$ cat src/source/sys1_defs.svh
// Clock divider count, I/O port addresses, memory regions and decrypt table download constants
`ifndef SYS1_DEFS_SVH
`define SYS1_DEFS_SVH

// Last count of the CPU clock divider, 40 MHz / 10 = 4 MHz
`define SYS1_CLKDIV_LAST 9

// Sound request port, decoded at two mirrors
`define SYS1_IO_SNDREQ_A 8'h14
`define SYS1_IO_SNDREQ_B 8'h18

// Video mode latch port, same mirroring as the sound port
`define SYS1_IO_VIDMODE_A 8'h15
`define SYS1_IO_VIDMODE_B 8'h19

// Encrypted program ROM, A15 low
`define SYS1_ROM_ENC_REGION 1'b0

// Plain program ROM, A15..A14
`define SYS1_ROM_PLAIN_REGION 2'b10

// Work RAM at C000-CFFF, A15..A12
`define SYS1_RAM_REGION 4'hC

// Decrypt table location inside the downloaded ROM image
`define SYS1_DECTBL_BASE 25'h1F000

// One entry per index value
`define SYS1_DECTBL_ENTRIES 32

// Only data bits 7, 5 and 3 are scrambled
`define SYS1_DECRYPT_MASK 8'hA8

`endif

$ cat src/source/sys1_clock_enable.sv
// 4 MHz CPU clock enable from the 40 MHz master clock
`timescale 1ns/1ps
`include "sys1_defs.svh"

module sys1_clock_enable (
	input  logic CLK40M,
	input  logic RESET,
	output logic clk_en
);

	logic [4:0] div_cnt;
	logic       div_wrap;

	assign div_wrap = (div_cnt == 5'(`SYS1_CLKDIV_LAST));

	// Counter wraps at the last count, pulse is registered on the wrap
	always_ff @(posedge CLK40M or posedge RESET) begin
		if (RESET) begin
			div_cnt <= '0;
			clk_en  <= 1'b0;
		end else begin
			clk_en <= div_wrap;
			if (div_wrap) begin
				div_cnt <= '0;
			end else begin
				div_cnt <= div_cnt + 5'd1;
			end
		end
	end

	// Pulses are isolated and come exactly ten cycles apart
	a_clk_en_period: assert property (
		@(posedge CLK40M) disable iff (RESET)
		clk_en |=> (!clk_en) [*`SYS1_CLKDIV_LAST] ##1 clk_en
	);

endmodule

$ cat config.mk
export PLATFORM = sky130hd
export DESIGN_NAME = sys1_clock_enable
export DESIGN_NICKNAME = d
export VERILOG_FILES = /design/src/source/sys1_clock_enable.sv
export VERILOG_INCLUDE_DIRS = /design/src /design/src/source
export SDC_FILE = /design/constraint.sdc
export NUM_CORES = 1
export LEC_CHECK = 0
export ABC_AREA = 1
export BUFFER_PORTS_ARGS = -buffer_cell sky130_fd_sc_hd__buf_2
export CORE_AREA = 2 2 39 41
export CTS_BUF_LIST = sky130_fd_sc_hd__clkbuf_4
export CTS_CLUSTER_SIZE = 40
export DETAILED_ROUTE_END_ITERATION = 10
export DIE_AREA = 0 0 41 43
export PLACE_DENSITY = 0.44
export SLEW_MARGIN = 20
export SYNTH_ARGS = -nofsm -noshare
export SYNTH_HDL_FRONTEND = slang
export SYNTH_SLANG_ARGS = --single-unit
$ cat constraint.sdc
create_clock -name CLK40M -period 1.31 [get_ports CLK40M]
set_input_delay 0.131 -clock CLK40M [delete_from_list [all_inputs] [get_ports CLK40M]]
set_output_delay 0.131 -clock CLK40M [all_outputs]
set_load 0.03 [all_outputs]
---- Yosys cells after proc, flatten, opt, wreduce, memory -nomap -nowiden ----
Index checks and enable logic that the tools add are counted.
Widths: inputs -> output; s select.
storage, ports and cells
  register bits ........................... 6
  output and inout bits ................... 1
  word-level logic and storage cells ...... 5
operators by class
  add/sub/neg operators ................... 1
  equality and inequality tests ........... 1
  mux-type cells .......................... 1
operators by type and width
  cell                 count
  $add 5x1->5 const B  1
  $eq 5x4->1 const B   1
  $mux 5               1

---- Depth between registers and ports, before layout ----
  word-level depth ........................ 2
  gate-level depth with buffers ........... 5
  depth with buffers taken out ............ 5

---- Worst setup path before layout ----
OpenSTA, ideal clock, no wires.
  path kind ............................... reg2reg
  from .................................... reg div_cnt[1]
  to ...................................... reg div_cnt[3]
  data arrival time ....................... 0.861 ns
  data required time ...................... 1.185 ns
  slack ................................... 0.323 ns
  stages on the path, launching flop included .. 6
  cell sequence ........................... dfrtp_1 -> inv_1 -> ha_1 -> nand2_1 -> nor3_4 -> nor2_1
between the ends
  longest elaborated chain between the ends .. 2
ends and longest elaborated chain
  what                      RTL line                 source
  start: declaration        sys1_clock_enable.sv:11  logic [4:0] div_cnt;
  start signal: assignment  sys1_clock_enable.sv:26  div_cnt <= div_cnt + 5'd1;
  $eq 5x4->1                sys1_clock_enable.sv:14  assign div_wrap = (div_cnt == 5'(`SYS1_CLKDIV_LAST));
  net div_wrap              sys1_clock_enable.sv:12  logic div_wrap;
  $mux 5                    sys1_clock_enable.sv:23  if (div_wrap) begin
The timed path passes the listed nets, and every way through them passes these cells.

---- Final worst setup path ----
Same ends and word-level chain as after synthesis.

==> impl_metrics.json <==
{
  "status": "finished clean",
  "max_cap_violations": 0,
  "skew_ps": 0.581,
  "seq_power_share_pct": 52.7,
  "syn_area_sq_um": 274,
  "regToRegEndpoint": "div_cnt[3]",
  "cts-buffers-inserted": 3,
  "cp-end-kind": "flop",
  "hold_path_class": "in -> async",
  "drive_gt1_share_pct": 18.2,
  "power_uw": 353,
  "p_switching_uw": 60.7,
  "setup_ws_ps": 254,
  "grt_max_degree": 7,
  "rows": 14,
  "synth_top_cells_by_area": "dfrtp_1 55%, ha_1 9.1%, nand2_1 6.8%",
  "pre_cts_slack_ps": 246,
  "initial_core_util_pct": 19.8,
  "ys_ff_latch": 6,
  "switching_share_pct": 17.2,
  "slew_viol_final": 0,
  "root_buffer": "clkbuf_4",
  "period_share_pct": 80.6,
  "gp_congestion": 0.768,
  "first_pass_iters": 1,
  "dp_cells": 45,
  "synth_warnings": 0,
  "max_freq_mhz": 947,
  "timing.critical_path.fanout_max": 5,
  "post_cts_buffers": 0,
  "synthToLayoutAreaGrowth_pct": 22.8,
  "syn-instance-count": 27,
  "rr_worst_depth": 5,
  "final_cell_mix": "6 x dfrtp_1, 5 x nand2_1, 4 x inv_1, 4 x nor2_1, 3 x clkbuf_4",
  "finalSetupViolations": 0,
  "clk_path_buf_depth": 2,
  "via_count": 190,
  "r2r_start": "div_cnt[1]",
  "max-vdd-ir-drop_mv": 0.364,
  "hold_violations": 0,
  "p_int_uw": 292,
  "hpwlAfterDp_um": 321,
  "nets": 39,
  "leakage_nw": 0.176,
  "core-area_sq_mm": 0.00138,
  "grt_pass1_wl_um": 772,
  "cts_tree": "yes",
  "syn_area_per_cell_sq_um": 10.1,
  "cts_sinks": 6,
  "p_comb_share_pct": 2.0,
  "worst_slew_pin_slew_ps": 262,
  "p_per_area_mw_per_mm2": 1050,
  "worst_setup_path_start_kind": "flop",
  "slew_headroom_pct": 82.5,
  "wl_per_cell_um": 8.14,
  "critPathKind": "reg -> reg",
  "ys_seq_area_share_pct": 54.8,
  "grt_overflow": 0,
  "rrSetupSlack_ps": 250,
  "drt_wl_total_um": 399,
  "crit_required_ps": 1430,
  "drtIter0Drc": 0,
  "via_per_inst": 3.88,
  "layout.cells.non_filler": 49,
  "antenna_found_initial": 0,
  "port_buffers": 2,
  "fin_setup_tns_ps": 0,
  "clk_latency_ps": 240,
  "ios": 3,
  "yosysUniqueCellTypes": 10,
  "cts_max_level": 1,
  "grt_usage_pct": 7.19,
  "mostFrequentLayoutCell": "dfrtp_1",
  "critical_path_arrival_ps": 1170,
  "die_y_um": 43,
  "clkPwrFrac_pct": 45.3,
  "fin_crit_ps": 1060,
  "antennaDiodeCount": 0,
  "ant_nets": 0,
  "grt_pass1_vias": 194,
  "clkSlewWorstSetupHoldPaths_ps": 40,
  "grt_setup_unrepaired": "false",
  "fp.dieW_um": 41,
  "netlist.top_cell.by_area": "dfrtp_1",
  "syn-num-nets": 31,
  "drc": 0,
  "die_area_sq_mm": 0.00176,
  "yosysTopAreaCellShare_pct": 54.8
}
-- metrics by stage --
step / hold WS, ps / instance area (sq um) / util, %
2_1_floorplan: -78.0 / 274 / -
3_3_place_gp: 43.8 / 304 / 22.0
3_5_place_dp: 50.9 / 304 / 22.0
4_1_cts: 340 / 337 / 24.3
5_1_grt: 347 / 337 / 24.3
6_report: 342 / 337 / 24.3
-- power groups by stage --
stage	Sequential, mW	Clock [mW]	Combinational (mW)
after floorplan	0.189	0	0.00296
after global placement	0.189	0	0.00493
after detailed placement	0.189	0	0.00518
after CTS	0.186	0.171	0.00736
after global routing	0.186	0.185	0.00787
final	0.186	0.160	0.00701
-- routing by layer --
| layer | GRT usage [%] | vias to the layer above | routed length, um |
|---|---|---|---|
| li1 | - | 99 | - |
| met4 | 10.0 | 0 | 8 |
| met3 | 3.14 | 2 | 10 |
| met5 | 0 | - | 0 |
| met1 | 6.29 | 87 | 164 |
| met2 | 9.69 | 2 | 215 |
-- cell families (layout without fill, tap and decap cells) --
logic type               after synthesis  in the layout  share of synthesized area, %
adder cells (fa/ha/maj)                2              2                          9.13
flip-flops                             6              6                          54.8
AND/OR/NAND/NOR                       13             13                          24.7
AO/OA/AOI/OAI                          1              1                          2.74
buffers and inverters                  4             10                          5.48
XOR/XNOR                               1              1                          3.20
-- flip-flops by register name (all words and copies together) (netlist names) --
| register | count |
|---|---|
| clk_en | 1 |
| div_cnt | 5 |
-- synthesized netlist by cell type --
library cell / number
nand4_1: 2
inv_1: 4
nand2_1: 5
o21bai_1: 1
nor2_1: 4
xnor2_1: 1
nor3_4: 1
dfrtp_1: 6
nand3_1: 1
ha_1: 2
-- worst max path at each step --
stage,from,endpoint,slack (ps),cells past startpoint
after floorplan,div_cnt[1],div_cnt[3],320,5
after global placement,div_cnt[1],div_cnt[3],240,5
after detailed placement,div_cnt[1],div_cnt[3],250,5
after CTS,div_cnt[1],div_cnt[3],240,5
after global routing,div_cnt[1],div_cnt[3],180,5
final,div_cnt[1],div_cnt[3],250,5
-- cell type report --
| cell class | instances | area [sq um] |
|---|---|---|
| multi-input combinational | 17 | 109 |
| sequential | 6 | 150 |
| clock buffer | 3 | 22.5 |
| tap | 16 | 20.0 |
| inverter | 4 | 15.0 |
| timing repair buffer | 3 | 20.0 |
| fill | 146 | 1050 |
-- critical path: stages (launching register included) --
cell     delay [ps]
dfrtp_1         400
inv_1            60
ha_1            130
nand2_1          80
nor3_4          200
nor2_1           70
-- timing repair --
action | CTS | global route
resized for setup | 0 | 0
endpoints found under the hold margin | 6 | 0
hold buffers | 1 | 0
Power figures use the tool's default switching activity.
