$ cat src/source/sys1_defs.svh
// Clock divider count, I/O port addresses, memory regions and decrypt table download constants
`ifndef SYS1_DEFS_SVH
`define SYS1_DEFS_SVH

// Last count of the CPU clock divider, 40 MHz / 10 = 4 MHz
`define SYS1_CLKDIV_LAST 9

// Sound request port, decoded at two mirrors
`define SYS1_IO_SNDREQ_A 8'h14
`define SYS1_IO_SNDREQ_B 8'h18

// Video mode latch port, same mirroring as the sound port
`define SYS1_IO_VIDMODE_A 8'h15
`define SYS1_IO_VIDMODE_B 8'h19

// Encrypted program ROM, A15 low
`define SYS1_ROM_ENC_REGION 1'b0

// Plain program ROM, A15..A14
`define SYS1_ROM_PLAIN_REGION 2'b10

// Work RAM at C000-CFFF, A15..A12
`define SYS1_RAM_REGION 4'hC

// Decrypt table location inside the downloaded ROM image
`define SYS1_DECTBL_BASE 25'h1F000

// One entry per index value
`define SYS1_DECTBL_ENTRIES 32

// Only data bits 7, 5 and 3 are scrambled
`define SYS1_DECRYPT_MASK 8'hA8

`endif

$ cat src/source/sys1_bus_pkg.sv
// CPU bus vector types and the read data source enum
package sys1_bus_pkg;

	// Z80 address bus
	typedef logic [15:0] cpu_addr_t;

	// Data bus byte, shared by reads, writes and the switch ports
	typedef logic [7:0] cpu_data_t;

	// Work RAM word address, 4 KiB
	typedef logic [11:0] ram_addr_t;

	// Source of the byte on cpu_rdata, listed in priority order
	typedef enum logic [2:0] {
		VIDEO,
		VIDMODE,
		PORT,
		RAM,
		ROM_ENC,
		ROM_PLAIN,
		OPEN_BUS
	} read_source_e;

endpackage

$ cat src/source/sys1_input_ports.sv
// Player input and DIP switch port decode and read selection
`timescale 1ns/1ps

module sys1_input_ports (
	input  sys1_bus_pkg::cpu_addr_t cpu_addr,
	input  logic                    cpu_iorq,
	input  sys1_bus_pkg::cpu_data_t inp0,
	input  sys1_bus_pkg::cpu_data_t inp1,
	input  sys1_bus_pkg::cpu_data_t inp2,
	input  sys1_bus_pkg::cpu_data_t dsw0,
	input  sys1_bus_pkg::cpu_data_t dsw1,
	output logic                    hit,
	output sys1_bus_pkg::cpu_data_t port_data
);

	import sys1_bus_pkg::*;

	logic [2:0] port_sel;
	logic       cs_inp0;
	logic       cs_inp1;
	logic       cs_inp2;
	logic       cs_dsw0;
	logic       cs_dsw1;
	cpu_data_t  sel_data;

	// Ports are decoded on A4..A2 only, A0 splits the switch banks
	assign port_sel = cpu_addr[4:2];

	assign cs_inp0 = cpu_iorq && (port_sel == 3'b000);
	assign cs_inp1 = cpu_iorq && (port_sel == 3'b001);
	assign cs_inp2 = cpu_iorq && (port_sel == 3'b010);
	assign cs_dsw0 = cpu_iorq && (port_sel == 3'b011) && !cpu_addr[0];
	// DSW1 also answers at its 10h mirror
	assign cs_dsw1 = cpu_iorq && (((port_sel == 3'b011) && cpu_addr[0]) ||
		(port_sel == 3'b100));

	always_comb begin
		sel_data = 8'hFF;
		if (cs_inp0) begin
			sel_data = inp0;
		end else if (cs_inp1) begin
			sel_data = inp1;
		end else if (cs_inp2) begin
			sel_data = inp2;
		end else if (cs_dsw0) begin
			sel_data = dsw0;
		end else if (cs_dsw1) begin
			sel_data = dsw1;
		end
	end

	assign hit       = cs_inp0 || cs_inp1 || cs_inp2 || cs_dsw0 || cs_dsw1;
	assign port_data = sel_data;

endmodule

$ cat config.mk
export PLATFORM = sky130hd
export DESIGN_NAME = sys1_input_ports
export DESIGN_NICKNAME = d
export VERILOG_FILES = /design/src/source/sys1_defs.svh /design/src/source/sys1_bus_pkg.sv /design/src/source/sys1_input_ports.sv
export SDC_FILE = /design/constraint.sdc
export NUM_CORES = 1
export LEC_CHECK = 0
export CAP_MARGIN = 30
export CORE_AREA = 10 10 47 49
export DETAILED_ROUTE_END_ITERATION = 7
export DIE_AREA = 0 0 57 59
export DONT_BUFFER_PORTS = 1
export PLACE_DENSITY = 0.61
export SLEW_MARGIN = 30
export SYNTH_ARGS = -nofsm -noshare
export SYNTH_HDL_FRONTEND = slang
export SYNTH_SLANG_ARGS = --single-unit
$ cat constraint.sdc
create_clock -name vclk -period 1.5
set_input_delay 0 -clock vclk [all_inputs]
set_output_delay 0 -clock vclk [all_outputs]
set_load 0.1 [all_outputs]
==> Word-level counts from Yosys, hierarchy flattened <==
Index checks and enable logic that the tools add are counted.
{ "totals": {"regBits": 0, "elab_cells": 23} }
{ "classes": {"eq_ne": 4, "muxes": 5, "reduce_logical": 14} }
{ "ops": {"columns": ["cell", "n"], "rows": [
  ["2-to-1 mux 8 bit", 5],
  ["logical AND 1 bit", 7],
  ["== test 3 x 2 -> 1 bit (second input constant)", 2],
  ["logical OR 1 bit", 5],
  ["== test 3 x 1 -> 1 bit (second input constant)", 1],
  ["== test 3 bit (second input constant)", 1],
  ["zero test 3 bit", 1],
  ["zero test 1 bit", 1]
]} }

==> Depth between registers and ports, before layout <==
{ "logic_depth": {"depth_word": 9, "ltp_mapped": 6, "mapped_depth_nobuf": 4} }

==> Worst setup path after synthesis <==
OpenSTA, ideal clock, no wires.
{ "synth_path": {"path_kind": "input to output", "startpoint": "input port cpu_addr[3]", "endpoint": "output port hit", "arrival_ps": 2583, "path_slack_ps": -1083, "path_stages": 3, "path_buffers": 1, "cell_sequence": "or2_1 clkbuf_1 a21boi_0"} }
{ "synth_between": {"elab_chain_len": 6, "elab_cells_between_ends": 17} }
{ "synth_lines": {"columns": ["item", "line_no", "text"], "rows": [
  ["from (decl)", "sys1_input_ports.sv:5", "input sys1_bus_pkg::cpu_addr_t cpu_addr,"],
  ["== test 3 x 1 -> 1 bit / zero test 3 bit (equally long branches)", "sys1_input_ports.sv:30, sys1_input_ports.sv:29", null],
  ["logical AND 1 bit, on equally long branches", "sys1_input_ports.sv:30, sys1_input_ports.sv:29", null],
  ["logical OR 1 bit (3 in a row)", "sys1_input_ports.sv:52", "assign hit = cs_inp0 || cs_inp1 || cs_inp2 || cs_dsw0 || cs_dsw1;"],
  ["logical OR 1 bit *", "sys1_input_ports.sv:52", null],
  ["to (decl)", "sys1_input_ports.sv:12", "output logic hit,"]
]} }
Every way passes the cells marked *; elsewhere a longest branch is shown, timed or not.

==> Final worst setup path <==
{ "layout_path": {"startpoint": "input port cpu_addr[4]", "endpoint": "output port port_data[2]"} }
{ "layout_between": {"elab_chain_len": 9, "elab_cells_between_ends": 18} }
{ "layout_lines": {"columns": ["item", "line_no", "text"], "rows": [
  ["== test 3 x 2 -> 1 bit", "sys1_input_ports.sv:32, sys1_input_ports.sv:34", null],
  ["logical AND 1 bit", "sys1_input_ports.sv:34", "assign cs_dsw1 = cpu_iorq && (((port_sel == 3'b011) && cpu_addr[0]) ||"],
  ["logical OR 1 bit", "sys1_input_ports.sv:34", null],
  ["logical AND 1 bit", "sys1_input_ports.sv:34", null],
  ["2-to-1 mux 8 bit", "sys1_input_ports.sv:47", "end else if (cs_dsw1) begin"],
  ["2-to-1 mux 8 bit", "sys1_input_ports.sv:45", "end else if (cs_dsw0) begin"],
  ["2-to-1 mux 8 bit", "sys1_input_ports.sv:43", "end else if (cs_inp2) begin"],
  ["2-to-1 mux 8 bit", "sys1_input_ports.sv:41", "end else if (cs_inp1) begin"],
  ["2-to-1 mux 8 bit *", "sys1_input_ports.sv:39", "if (cs_inp0) begin"],
  ["to (decl)", "sys1_input_ports.sv:13", "output sys1_bus_pkg::cpu_data_t port_data"]
]} }
Marked as above.

==> run_results.csv <==
group,metric,value,unit
yosys,synth_fa_ha_area_share,0,%
timing,period_needed,1.18,ns
yosys,synthXorXnorAreaFrac,0,%
job,maxCapViolations,0,
yosys,synth_compound_area_share,47.3,%
timing,slew_headroom,72.1,%
die,fp.dieW,57,µm
pwr,p_leak,0.255,nW
finish,final_layout_size_suffix_gt1_share,22.5,%
placement,port_buffers,0,
yosys,yosys.cell_types.count,25,
yosys,synth_seq_area_share,0,%
die,die_h,59,µm
yosys,avgSynthCellArea,5.86,µm²
global_route,grt_pass1_vias,619,
yosys,yosys.area.top_type,"a21oi_1",
setup_path,arrival,1.18,ns
yosys,synthCells,88,
yosys,synthTopCellsByArea,"a21oi_1 13%, o21ai_1 9.7%, o211ai_1 8.7%",
yosys,netlist_top_cells_count,"13 x a21oi_1, 10 x o21ai_1, 8 x inv_1, 8 x nor2_1, 7 x o21ai_0",
setup_path,startpoint_type,"input pin",
finish,seq_cells,0,
global_route,overflow,0,
global_route,antenna_found_initial,0,
die,fp.coreArea,1400,µm²
finish,clkbuf_count,0,
global_route,use_met2,19.2,%
die,die-area,3360,µm²
global_route,grt-busiest-layer,"met2",
clocking,cts_resized,0,
die,row_count,14,
setup_path,crit_type,"input pin to output pin",
global_route,grt_use_met3,3.22,%
timing,setup_viol,0,
timing,period_share,79.0,%
global_route,grt_util_met1,12.0,%
timing,hold_violations,0,
yosys,synth-simple-area-share,31.8,%
route,drcViolationCount,0,
timing,worstMarginPinSlew,0.419,ns
setup_path,cp.required,1.50,ns
timing,rsz0062_at_grt,"false",
die,start_util,36.8,%
setup_path,crit_path_end_kind,"output pin",
clocking,cts-hold-fix-buffers,0,
pwr,vdd_drop_max,0.216,mV
yosys,yosysMostFrequentCell,"a21oi_1",
finish,final_nets,148,
timing,fmax,844,MHz
pwr,power.density,455,nW/µm²
yosys,synthesis.area,515,µm²
finish,stdcell_count,105,
yosys,syn_nets,145,
global_route,track_usage,10.4,%
clocking,post_cts.repair.setup_buffers,0,
outcome,outcome,"complete, no violations",
timing,fin_setup_tns,0,ns
route,vias,643,
yosys,synth_top_family_by_area,"compound AO/OA/AOI/OAI gates",
route,wl_per_cell,19.0,µm
min_path,hold_path.class,"input pin to output pin",
route,viasPerCell,6.12,
die,ios,66,
route,drt-initial-drc-count,7,
route,drtAntennaViolNets,0,
placement,place_congestion,0.646,
timing,finalMaxSlewViolations,0,
setup_path,path_max_fanout,15,
finish,seqCellArea,0,µm²
global_route,grt_pass1_wl,2.97,mm
route,wl,2.00,mm
yosys,synth_top_cell_area_share,12.6,%
finish,diodes,0,
yosys,synth_warnings,0,
placement,dp.cells,105,
finish,final_core_util,49.9,%
finish,area_growth_syn_to_layout,35.7,%
route,first_pass_iters,3,
global_route,grt_max_degree,30,
yosys,muxShareOfSynthArea,4.13,%
metrics by stage:
stage	setup WS (ns)	power, mW	area (µm²)	hold WS, ns
global placement	0.283	0.318	699	0.253
CTS	0.267	0.322	699	0.254
finish	0.316	0.318	699	0.253
global route	0.123	0.335	699	0.263
floorplan	-0.345	0.265	589	0.319
detailed placement	0.274	0.321	699	0.253
logic make-up after synthesis:
group,after synthesis
compound gates,41
buf+inv,16
mux,2
simple gates,29
path summary, 6_finish.rpt:
check / startpoint / end / slack, ns / depth (start not counted)
worst min-delay path: cpu_addr[4] / hit / 0.25 / 2
worst max-delay path: cpu_addr[4] / port_data[2] / 0.32 / 5
cell type report:
type                            instances  area, µm²
Fill cell                             161        702
Multi-Input combinational cell         72        507
Tap cell                               16       20.0
Timing Repair Buffer                    9        143
Inverter                                8       30.0
metal layers:
layer | vias up | part of all wire [%]
met5 | - | 0
met4 | 0 | 0
met2 | 25 | 53
met1 | 303 | 39
met3 | 0 | 7.9
li1 | 315 | -
layout by cell type, fill, tap and decap left out:
cell       n
buf_12     6
mux2i_1    1
inv_1      8
nand2_1    3
nand3b_1   1
a21boi_2   1
nor2_1     8
and4b_4    1
o221ai_2   1
mux2_1     1
nor3b_1    1
and2b_1    1
o21ai_1   10
nand3_1    6
o21ai_4    1
or2_1      1
o21ai_0    7
nor2b_1    6
nor3b_2    1
a21oi_4    6
buf_4      3
o21a_1     1
o211ai_1   6
a21oi_1    7
o221ai_1   1
critical path, cell delays in order:
cell     delay (ns)
and2b_1        0.44
nand2_1        0.26
nor2_1         0.24
a21oi_4        0.06
buf_12         0.18
power by group:
| group | internal (mW) | switching [mW] |
|---|---|---|
| sequential | 0 | 0 |
| combinational | 0.110 | 0.208 |
| clock | 0 | 0 |
Power figures use the tool's default switching activity.
