`src/source/sys1_defs.svh`:
```
// Clock divider count, I/O port addresses, memory regions and decrypt table download constants
`ifndef SYS1_DEFS_SVH
`define SYS1_DEFS_SVH

// Last count of the CPU clock divider, 40 MHz / 10 = 4 MHz
`define SYS1_CLKDIV_LAST 9

// Sound request port, decoded at two mirrors
`define SYS1_IO_SNDREQ_A 8'h14
`define SYS1_IO_SNDREQ_B 8'h18

// Video mode latch port, same mirroring as the sound port
`define SYS1_IO_VIDMODE_A 8'h15
`define SYS1_IO_VIDMODE_B 8'h19

// Encrypted program ROM, A15 low
`define SYS1_ROM_ENC_REGION 1'b0

// Plain program ROM, A15..A14
`define SYS1_ROM_PLAIN_REGION 2'b10

// Work RAM at C000-CFFF, A15..A12
`define SYS1_RAM_REGION 4'hC

// Decrypt table location inside the downloaded ROM image
`define SYS1_DECTBL_BASE 25'h1F000

// One entry per index value
`define SYS1_DECTBL_ENTRIES 32

// Only data bits 7, 5 and 3 are scrambled
`define SYS1_DECRYPT_MASK 8'hA8

`endif

```
`src/source/sys1_bus_pkg.sv`:
```
// CPU bus vector types and the read data source enum
package sys1_bus_pkg;

	// Z80 address bus
	typedef logic [15:0] cpu_addr_t;

	// Data bus byte, shared by reads, writes and the switch ports
	typedef logic [7:0] cpu_data_t;

	// Work RAM word address, 4 KiB
	typedef logic [11:0] ram_addr_t;

	// Source of the byte on cpu_rdata, listed in priority order
	typedef enum logic [2:0] {
		VIDEO,
		VIDMODE,
		PORT,
		RAM,
		ROM_ENC,
		ROM_PLAIN,
		OPEN_BUS
	} read_source_e;

endpackage

```
`src/source/sys1_rom_pkg.sv`:
```
// Program ROM, download address and decrypt table types
package sys1_rom_pkg;

	// Address into the downloaded ROM image
	typedef logic [24:0] rom_load_addr_t;

	// {M1, A12, A8, A4, A0}
	typedef logic [4:0] dectbl_index_t;

	// One decrypt table byte
	typedef logic [7:0] dectbl_entry_t;

	// External program ROM address
	typedef logic [15:0] rom_addr_t;

	// Lower 32 KiB, bit 15 dropped
	typedef logic [$bits(rom_addr_t)-2:0] rom_addr_enc_t;

endpackage

```
`src/source/sys1_program_decrypt.sv`:
```
// Downloadable decrypt table and decryption of the encrypted program ROM
`timescale 1ns/1ps
`include "sys1_defs.svh"

module sys1_program_decrypt (
	input  logic                          CLK40M,
	input  logic                          RESET,
	input  logic                          cpu_m1,
	input  sys1_bus_pkg::cpu_addr_t       cpu_addr,
	output sys1_rom_pkg::rom_addr_enc_t   rom_addr_enc,
	input  sys1_bus_pkg::cpu_data_t       rom_data,
	output sys1_bus_pkg::cpu_data_t       dec_data,
	input  sys1_rom_pkg::rom_load_addr_t  rom_load_addr,
	input  sys1_rom_pkg::dectbl_entry_t   rom_load_data,
	input  logic                          rom_load_en
);

	import sys1_bus_pkg::*;
	import sys1_rom_pkg::*;

	localparam rom_load_addr_t tbl_first = `SYS1_DECTBL_BASE;
	localparam rom_load_addr_t tbl_last  =
		tbl_first + rom_load_addr_t'(`SYS1_DECTBL_ENTRIES - 1);
	localparam cpu_data_t      dec_mask  = `SYS1_DECRYPT_MASK;

	dectbl_entry_t dec_table [`SYS1_DECTBL_ENTRIES];
	logic          tbl_wr;
	dectbl_index_t tbl_wr_idx;
	dectbl_index_t dec_idx;
	dectbl_entry_t dec_entry;

	// Table bytes ride along at the end of the ROM download
	assign tbl_wr     = rom_load_en && (rom_load_addr >= tbl_first) &&
		(rom_load_addr <= tbl_last);
	assign tbl_wr_idx = rom_load_addr[4:0];

	// Cleared table passes the ROM through unchanged
	always_ff @(posedge CLK40M or posedge RESET) begin
		if (RESET) begin
			for (int i = 0; i < `SYS1_DECTBL_ENTRIES; i++) begin
				dec_table[i] <= '0;
			end
		end else if (tbl_wr) begin
			dec_table[tbl_wr_idx] <= rom_load_data;
		end
	end

	// Opcode fetches and data reads use separate halves of the table
	assign dec_idx = {cpu_m1, cpu_addr[12], cpu_addr[8], cpu_addr[4], cpu_addr[0]};

	assign dec_entry = dec_table[dec_idx];

	// Address reaches the ROM untouched, only the data is scrambled
	assign rom_addr_enc = cpu_addr[14:0];

	// XOR on bits 7, 5 and 3 only
	assign dec_data = rom_data ^ (dec_entry & dec_mask);

	// Download source must present real data for table bytes
	a_tbl_load_known: assert property (
		@(posedge CLK40M) disable iff (RESET)
		tbl_wr |-> !$isunknown(rom_load_data)
	);

endmodule

```
`config.mk`:
```
export PLATFORM = sky130hd
export DESIGN_NAME = sys1_program_decrypt
export DESIGN_NICKNAME = d
export VERILOG_FILES = /design/src/source/sys1_bus_pkg.sv /design/src/source/sys1_rom_pkg.sv /design/src/source/sys1_program_decrypt.sv
export VERILOG_INCLUDE_DIRS = /design/src /design/src/source
export SDC_FILE = /design/constraint.sdc
export NUM_CORES = 1
export LEC_CHECK = 0
export ABC_AREA = 1
export BUFFER_PORTS_ARGS = -buffer_cell sky130_fd_sc_hd__clkbuf_2
export CORE_ASPECT_RATIO = 1.25
export CORE_MARGIN = 5
export CORE_UTILIZATION = 39
export CTS_BUF_LIST = sky130_fd_sc_hd__clkbuf_8 sky130_fd_sc_hd__clkbuf_16
export CTS_CLUSTER_DIAMETER = 150
export DETAILED_ROUTE_END_ITERATION = 10
export GPL_TIMING_DRIVEN = 1
export PLACE_DENSITY = 0.63
export SETUP_SLACK_MARGIN = 0.4
export SLEW_MARGIN = 25
export SYNTH_ARGS = -nofsm -noshare
export SYNTH_HDL_FRONTEND = slang
export SYNTH_SLANG_ARGS = --single-unit
export TNS_END_PERCENT = 10
```
`constraint.sdc`:
```
create_clock -name CLK40M -period 3.9 [get_ports CLK40M]
set_clock_uncertainty 0.2 [all_clocks]
set_input_delay 0.78 -clock CLK40M [delete_from_list [all_inputs] [get_ports CLK40M]]
set_output_delay 0.78 -clock CLK40M [all_outputs]
set_load 0.03 [all_outputs]
```
Word level (Yosys, flattened, before mapping)
Cells that the tools add are included.
- add/subtract/negate cells: 0
- multiply operators: 0
- divide/modulo/power cells: 0
- magnitude comparators: 5
- equal/unequal tests: 0
- shifts and indexed selects: 0
- muxes and demuxes: 6
- bitwise logic cells: 3
- reductions and logical operators: 3
- operator list (kind ; number):
    bitwise mux 256 bit ; 1
    binary-select mux 8 bit (select 5 bit) ; 1
    demux 8 bit (select 5 bit) ; 1
    >= comparator 25 x 17 -> 1 bit (second input constant) ; 1
    <= comparator 25 x 17 -> 1 bit (second input constant) ; 1
    2-to-1 mux 8 bit ; 3
    >= comparator 6 bit (second input constant) ; 2
    NOT 5 -> 6 bit ; 2
    XOR 8 bit ; 1
    < comparator 6 x 1 -> 1 bit (second input constant) ; 1
    logical AND 1 bit ; 3
- flip-flop bits (word level): 256
- bits in latches: 0
- RAM bits: 0
- bits in read-only memories: 0
- output and inout bits: 23
- memories: 0

Longest topological paths before layout
Gate-level depths: netlist of the first run.
- word-level depth: 6
- gate-level depth with buffers: 12
- mapped depth without buffers: 10

Worst setup path after synthesis of the first run
Ideal clock, no wire load.
- path type: input to output
- start: input cpu_addr[4]
- end: output dec_data[5]
- arrival: 1871 ps
- required time: 2920 ps
- setup slack: 1049 ps
- cell stages on the path: 11
- path buffers: 2
- path through: buf_2 inv_1 buf_2 nand3_1 nand3_1 nand2_1 nand2_1 nand3_1 nand2_1 nand2_1 nand2_1
- cells in the longest elaborated chain, start to end: 5
- RTL lines (element ; line ; source):
    start: declaration ; sys1_program_decrypt.sv:9 ; input sys1_bus_pkg::cpu_addr_t cpu_addr,
    NOT 5 -> 6 bit (implied by the code) ; sys1_program_decrypt.sv:51 ; assign dec_entry = dec_table[dec_idx];
    binary-select mux 8 bit (select 5 bit) ; sys1_program_decrypt.sv:51 ;
    2-to-1 mux 8 bit (implied by the code) (2 in a row) ; sys1_program_decrypt.sv:51 ;
    XOR 8 bit ; sys1_program_decrypt.sv:57 ; assign dec_data = rom_data ^ (dec_entry & dec_mask);
    end: declaration ; sys1_program_decrypt.sv:12 ; output sys1_bus_pkg::cpu_data_t dec_data,
Every way passes these cells. The select of a mux whose other input is x is not followed.

Worst setup path after layout of the first run
- start: input cpu_addr[0]
- end: output dec_data[5]
The elaborated chain is that of the path after synthesis.

==> results.cfg, run 1 <==
[routing]
via_per_inst = 5.05
drtIter0Drc = 394
vias = 4686
drc = 0
dr.pass1.iters = 5
routed_wl_mm = 13.7
ant_nets = 0
wl_per_cell_um = 14.7

[timing]
hold_viol = 0
final_max_slew_viol_count = 0
max_slew_margin = 0.363
fin_crit_sh = 0.836
fin_crit_ps = 3260
timing.fmax_ghz = 0.307
finalSetupViolCount = 0
fin_tns_setup_ps = 0
rsz0062_at_grt = no
tightest_slew_ps = 950

[power_and_ir_drop]
irDropWorstVdd_v = 0.000170
leakagePower_nw = 3.10
p_per_area_mw_per_mm2 = 368

[outcome]
status = complete, no violations

[synth]
ys_seq_area_frac = 0.453
synth_nets = 802
async_reset_ff_frac = 1.00
synth_largest_area_cell = dfrtp_1
synth_top_area_frac = 0.453
ys_warn_count = 0
synth_area_mm2 = 0.00530
synth-seq-cells = 96
synth.area.top_cells = dfrtp_1 (45%), nand2_1 (25%), nand3_1 (17%)
synth_mux_area_frac = 0
synth_fa_ha_area_frac = 0
synth-simple-area-share = 0.455
ys.flop_type = dfrtp_1
synthCells = 741
synth_top_family_by_area = simple AND/OR/NAND/NOR gates
synth-xor-area-share = 0
synth_compound_area_frac = 0
syn_avg_cell_area_um2 = 7.15
yosysMostFrequentCell = nand2_1
ys_types = 17
synth_edf_count = 0
synth_commonest_cells = nand2_1 (356), nand3_1 (177), dfrtp_1 (96)

[place]
place_congestion = 0.791
io_buffers = 45
dp_hpwl_mm = 8.67

[worst_setup_path]
crit_fanout = 30
path_class = input port to output pin
max_stage_delay_ps = 320
worst-path-buf-inv = 4
crit_required_ps = 2920
ff2ff_setup_slack_ps = 3070
path_delay_family = simple AND/OR/NAND/NOR gates
path_cells = clkbuf_2 > inv_2 > buf_4 > nand2_1 > nand3_1 > nand3_1 > nand2_1 > nand2_1 > nand3_1 > nand3_1 > nand2_1 > clkbuf_2
worst_setup_path_end_kind = output pin
crit_arrival_ps = 2280
worst_path_max_delay_cell = buf_4
startpoint_type = input port

[finish]
fin_nets = 814
final_util = 0.439
top_regs = dec_table (96)
largest_register = dec_table
syn_to_final_growth_pct = 10.1
layout-drive-gt1-share = 0.125
antenna_cells = 0
largest_reg_flops = 96

[floorplanning]
core_area_mm2 = 0.0133
die_area_mm2 = 0.0160
die_h_um = 140
die_w_um = 114
start_util = 0.399
ios = 84
std_cell_rows = 47

[clocking]
clk_pin_slew_ps = 60
post_cts.repair.setup_buffers = 0
cts.sinks = 96
cts.path.max_buffers = 2
cts_tree = done
cts_root_buffer = clkbuf_16
post_cts_resized = 0
cts_hold_buf = 0
cts_buffers = 9
clkLatencyLatePin_ps = 340
htreeDepth = 3

[grt]
antenna_found_initial = 0
grt_max_degree = 58
track_usage = 0.177
grt_pass1_vias = 4478
grt_pass1_wl_mm = 22.8
grt-ovfl-total = 0

[run]
cap_violations = 0

[hold_path]
hp-class = flip-flop to flip-flop
through the flow:
step	worst slack, ps	total power, mW	cell area [µm²]	instances	hold slack (ps)
after floorplan	415	1.17	5300	741	242
after global placement	609	1.21	5520	913	254
after detailed placement	594	1.21	5520	913	258
after CTS	597	2.17	5840	928	273
after global routing	426	2.22	5840	928	286
final	640	2.15	5840	928	267
routing by layer:
layer | track usage | vias up | part of all wire
met2 | 0.303 | 108 | 0.51
met5 | 0 | - | 0
li1 | - | 2381 | -
met3 | 0.0293 | 13 | 0.045
met4 | 0.0463 | 0 | 0.014
met1 | 0.232 | 2184 | 0.43
report_power, final:
| part | switching (mW) | internal, mW | leakage [nW] |
|---|---|---|---|
| Sequential | 0.000000531 | 0.995 | 1.34 |
| Clock | 0.369 | 0.590 | 0.163 |
| Combinational | 0.143 | 0.0514 | 1.60 |
| Total | 0.512 | 1.64 | 3.10 |
final cells by class:
| cell class | count | area, µm² |
|---|---|---|
| Fill cell | 1415 | 7450 |
| Multi-Input combinational cell | 560 | 2410 |
| Sequential cell | 96 | 2400 |
| Timing Repair Buffer | 67 | 415 |
| Clock buffer | 11 | 253 |
| Tap cell | 171 | 214 |
| Inverter | 19 | 73.8 |
| Clock inverter | 4 | 68.8 |
worst paths after layout:
kind                                     from             end  depth (start not counted)
worst max-delay path              cpu_addr[0]     dec_data[5]                         12
worst min-delay path            dec_table[13]   dec_table[13]                          2
worst max register to register  dec_table[79]   dec_table[79]                          2
worst min register to register  dec_table[13]   dec_table[13]                          2
max in group asynchronous               RESET   dec_table[43]                          3
min in group asynchronous               RESET  dec_table[255]                          2
logic make-up after synthesis:
family	after synthesis
buf+inv	85
flops	96
simple gates	560
worst reg2reg max path: cells and delay by family (launching register included):
kind / cells / cell delay [ps]
DFF: 1 / 390
and+or+nand+nor: 2 / 130
layout by cell type (no fill, tap or decap):
master / n
nand3_1: 177
inv_2: 1
nor3_2: 6
clkbuf_2: 45
inv_4: 1
nand2_1: 356
nand2_2: 1
buf_12: 2
clkbuf_16: 9
nor3b_2: 1
bufinv_16: 2
nand4_1: 2
nor2_1: 11
inv_1: 18
clkbuf_8: 2
dfrtp_1: 96
nor3_1: 2
clkinv_2: 1
buf_4: 20
nor2_4: 4
Note: power is estimated with default switching activity, not from simulation.
==> run 2, diff against run 1 <==
- PLACE_DENSITY: 0.63 -> 0.65
- clock period: 3.9 -> 2.95 ns (I/O delays scaled with it)
==> results.cfg, run 2 (same netlist as run 1, synthesis figures left out) <==
[outcome]
status = complete, no violations

[clocking]
cts_hold_buf = 0
cts_buffers = 9
cts_tree = done
post_cts.repair.setup_buffers = 0
cts.sinks = 96
htreeDepth = 3
clkLatencyLatePin_ps = 350
clk_pin_slew_ps = 60
cts.path.max_buffers = 2
cts_root_buffer = clkbuf_16

[floorplanning]
std_cell_rows = 47
core_area_mm2 = 0.0133
die_w_um = 114
die_h_um = 140
ios = 84
die_area_mm2 = 0.0160
start_util = 0.399

[grt]
antenna_found_initial = 0
grt_max_degree = 48
grt_pass1_vias = 4687
grt-ovfl-total = 0
grt_pass1_wl_mm = 23.7
track_usage = 0.187

[place]
place_congestion = 0.751
io_buffers = 45
dp_hpwl_mm = 8.59
place_ws_ps = 238

[timing]
max_slew_margin = 0.406
fin_crit_ps = 2630
fin_tns_setup_ps = 0
hold_viol = 0
fin_hold_ws_ps = 57.6
tightest_slew_ps = 892
fin_crit_sh = 0.892
setup_slack_ps = 319
finalSetupViolCount = 0
final_max_slew_viol_count = 0
timing.fmax_ghz = 0.380
rsz0062_at_grt = yes

[power_and_ir_drop]
p_total_mw = 2.80
switching_share = 0.262
irDropWorstVdd_v = 0.000312
combPwrFrac = 0.136
power.internal_mw = 2.06
power.share.clock = 0.393
leakagePower_nw = 3.40
p_per_area_mw_per_mm2 = 425
power_frac_seq = 0.470
power.switching_mw = 0.734

[worst_setup_path]
r2r-end = dec_table[149]
ff2ff_setup_slack_ps = 2090
crit_fanout = 6
worst_setup_path_end_kind = output pin
ff2ff_path_depth = 2
r2r-start = dec_table[149]
crit_required_ps = 2160
path_class = input port to output pin
startpoint_type = input port
crit_arrival_ps = 1840

[finish]
final_common_cell = nand2_1
syn_to_final_growth_pct = 24.1
top_regs = dec_table (96)
largest_register = dec_table
layout_common_cells = nand2_1 (321), nand3_1 (141), dfrtp_1 (96)
final_util = 0.495
fin_nets = 827
layout-drive-gt1-share = 0.234
largest_reg_flops = 96
antenna_cells = 0

[hold_path]
hp-class = input port to async pin

[routing]
drtIter0Drc = 462
via_per_inst = 5.37
ant_nets = 0
vias = 5056
routed_wl_mm = 15.7
drc = 0
wl_per_cell_um = 16.7
dr.pass1.iters = 5

[run]
cap_violations = 0
[run 2: worst max-delay path, cell delays in order]
cell       delay, ps
clkbuf_16        180
clkinv_8         100
clkbuf_16        160
nand2_1           70
nand3_2           60
nand3_2           90
nand2_2           80
nand2_2           90
nand3_4           90
nand2_2           80
nand2_2           50
nand2_2           70
buf_8            120
[run 2: what timing repair did]
item	CTS	global route
endpoints found under the setup margin	3	3
endpoints found under the hold margin	0	0
cloned	4	9
pin swaps	3	30
gates resized for setup	27	79
[run 2: worst max path at each step]
stage	start	slack (ps)	cells after the start	endpoint
final	cpu_addr[0]	320	13	dec_data[7]
after global routing	cpu_addr[0]	260	13	dec_data[7]
after CTS	cpu_addr[0]	370	13	dec_data[3]
after detailed placement	cpu_addr[0]	240	12	dec_data[5]
after global placement	cpu_addr[0]	240	12	dec_data[5]
after floorplan	cpu_addr[4]	480	11	dec_data[5]
[run 2: metrics by stage]
| stage | cells | instance area, µm² |
|---|---|---|
| final | 941 | 6580 |
| after global routing | 941 | 6580 |
| after CTS | 932 | 6070 |
| after detailed placement | 913 | 5590 |
| after global placement | 913 | 5590 |
| after floorplan | 741 | 5310 |
[run 2: power by group through the flow]
stage / Combinational [mW] / Clock, mW / Sequential (mW)
finish: 0.382 / 1.10 / 1.32
global route: 0.406 / 1.16 / 1.31
CTS: 0.309 / 1.11 / 1.32
detailed placement: 0.267 / 0 / 1.34
global placement: 0.267 / 0 / 1.34
floorplan: 0.200 / 0 / 1.34
[run 2: final cells by class]
class	count	area (µm²)
inverter	19	104
timing repair buffer	79	861
multi-input combinational	560	2710
fill	1301	6710
tap	171	214
sequential	96	2400
clock inverter	4	21.3
clock buffer	11	253
timing repair inverter	1	16.3
[run 2: layer usage]
layer | up-vias | track usage | share of wire | wire length (µm)
met3 | 46 | 0.0324 | 0.064 | 1010
li1 | 2403 | - | - | -
met1 | 2424 | 0.232 | 0.41 | 6360
met2 | 183 | 0.312 | 0.49 | 7670
met4 | 0 | 0.0901 | 0.040 | 625
met5 | - | 0 | 0 | 0
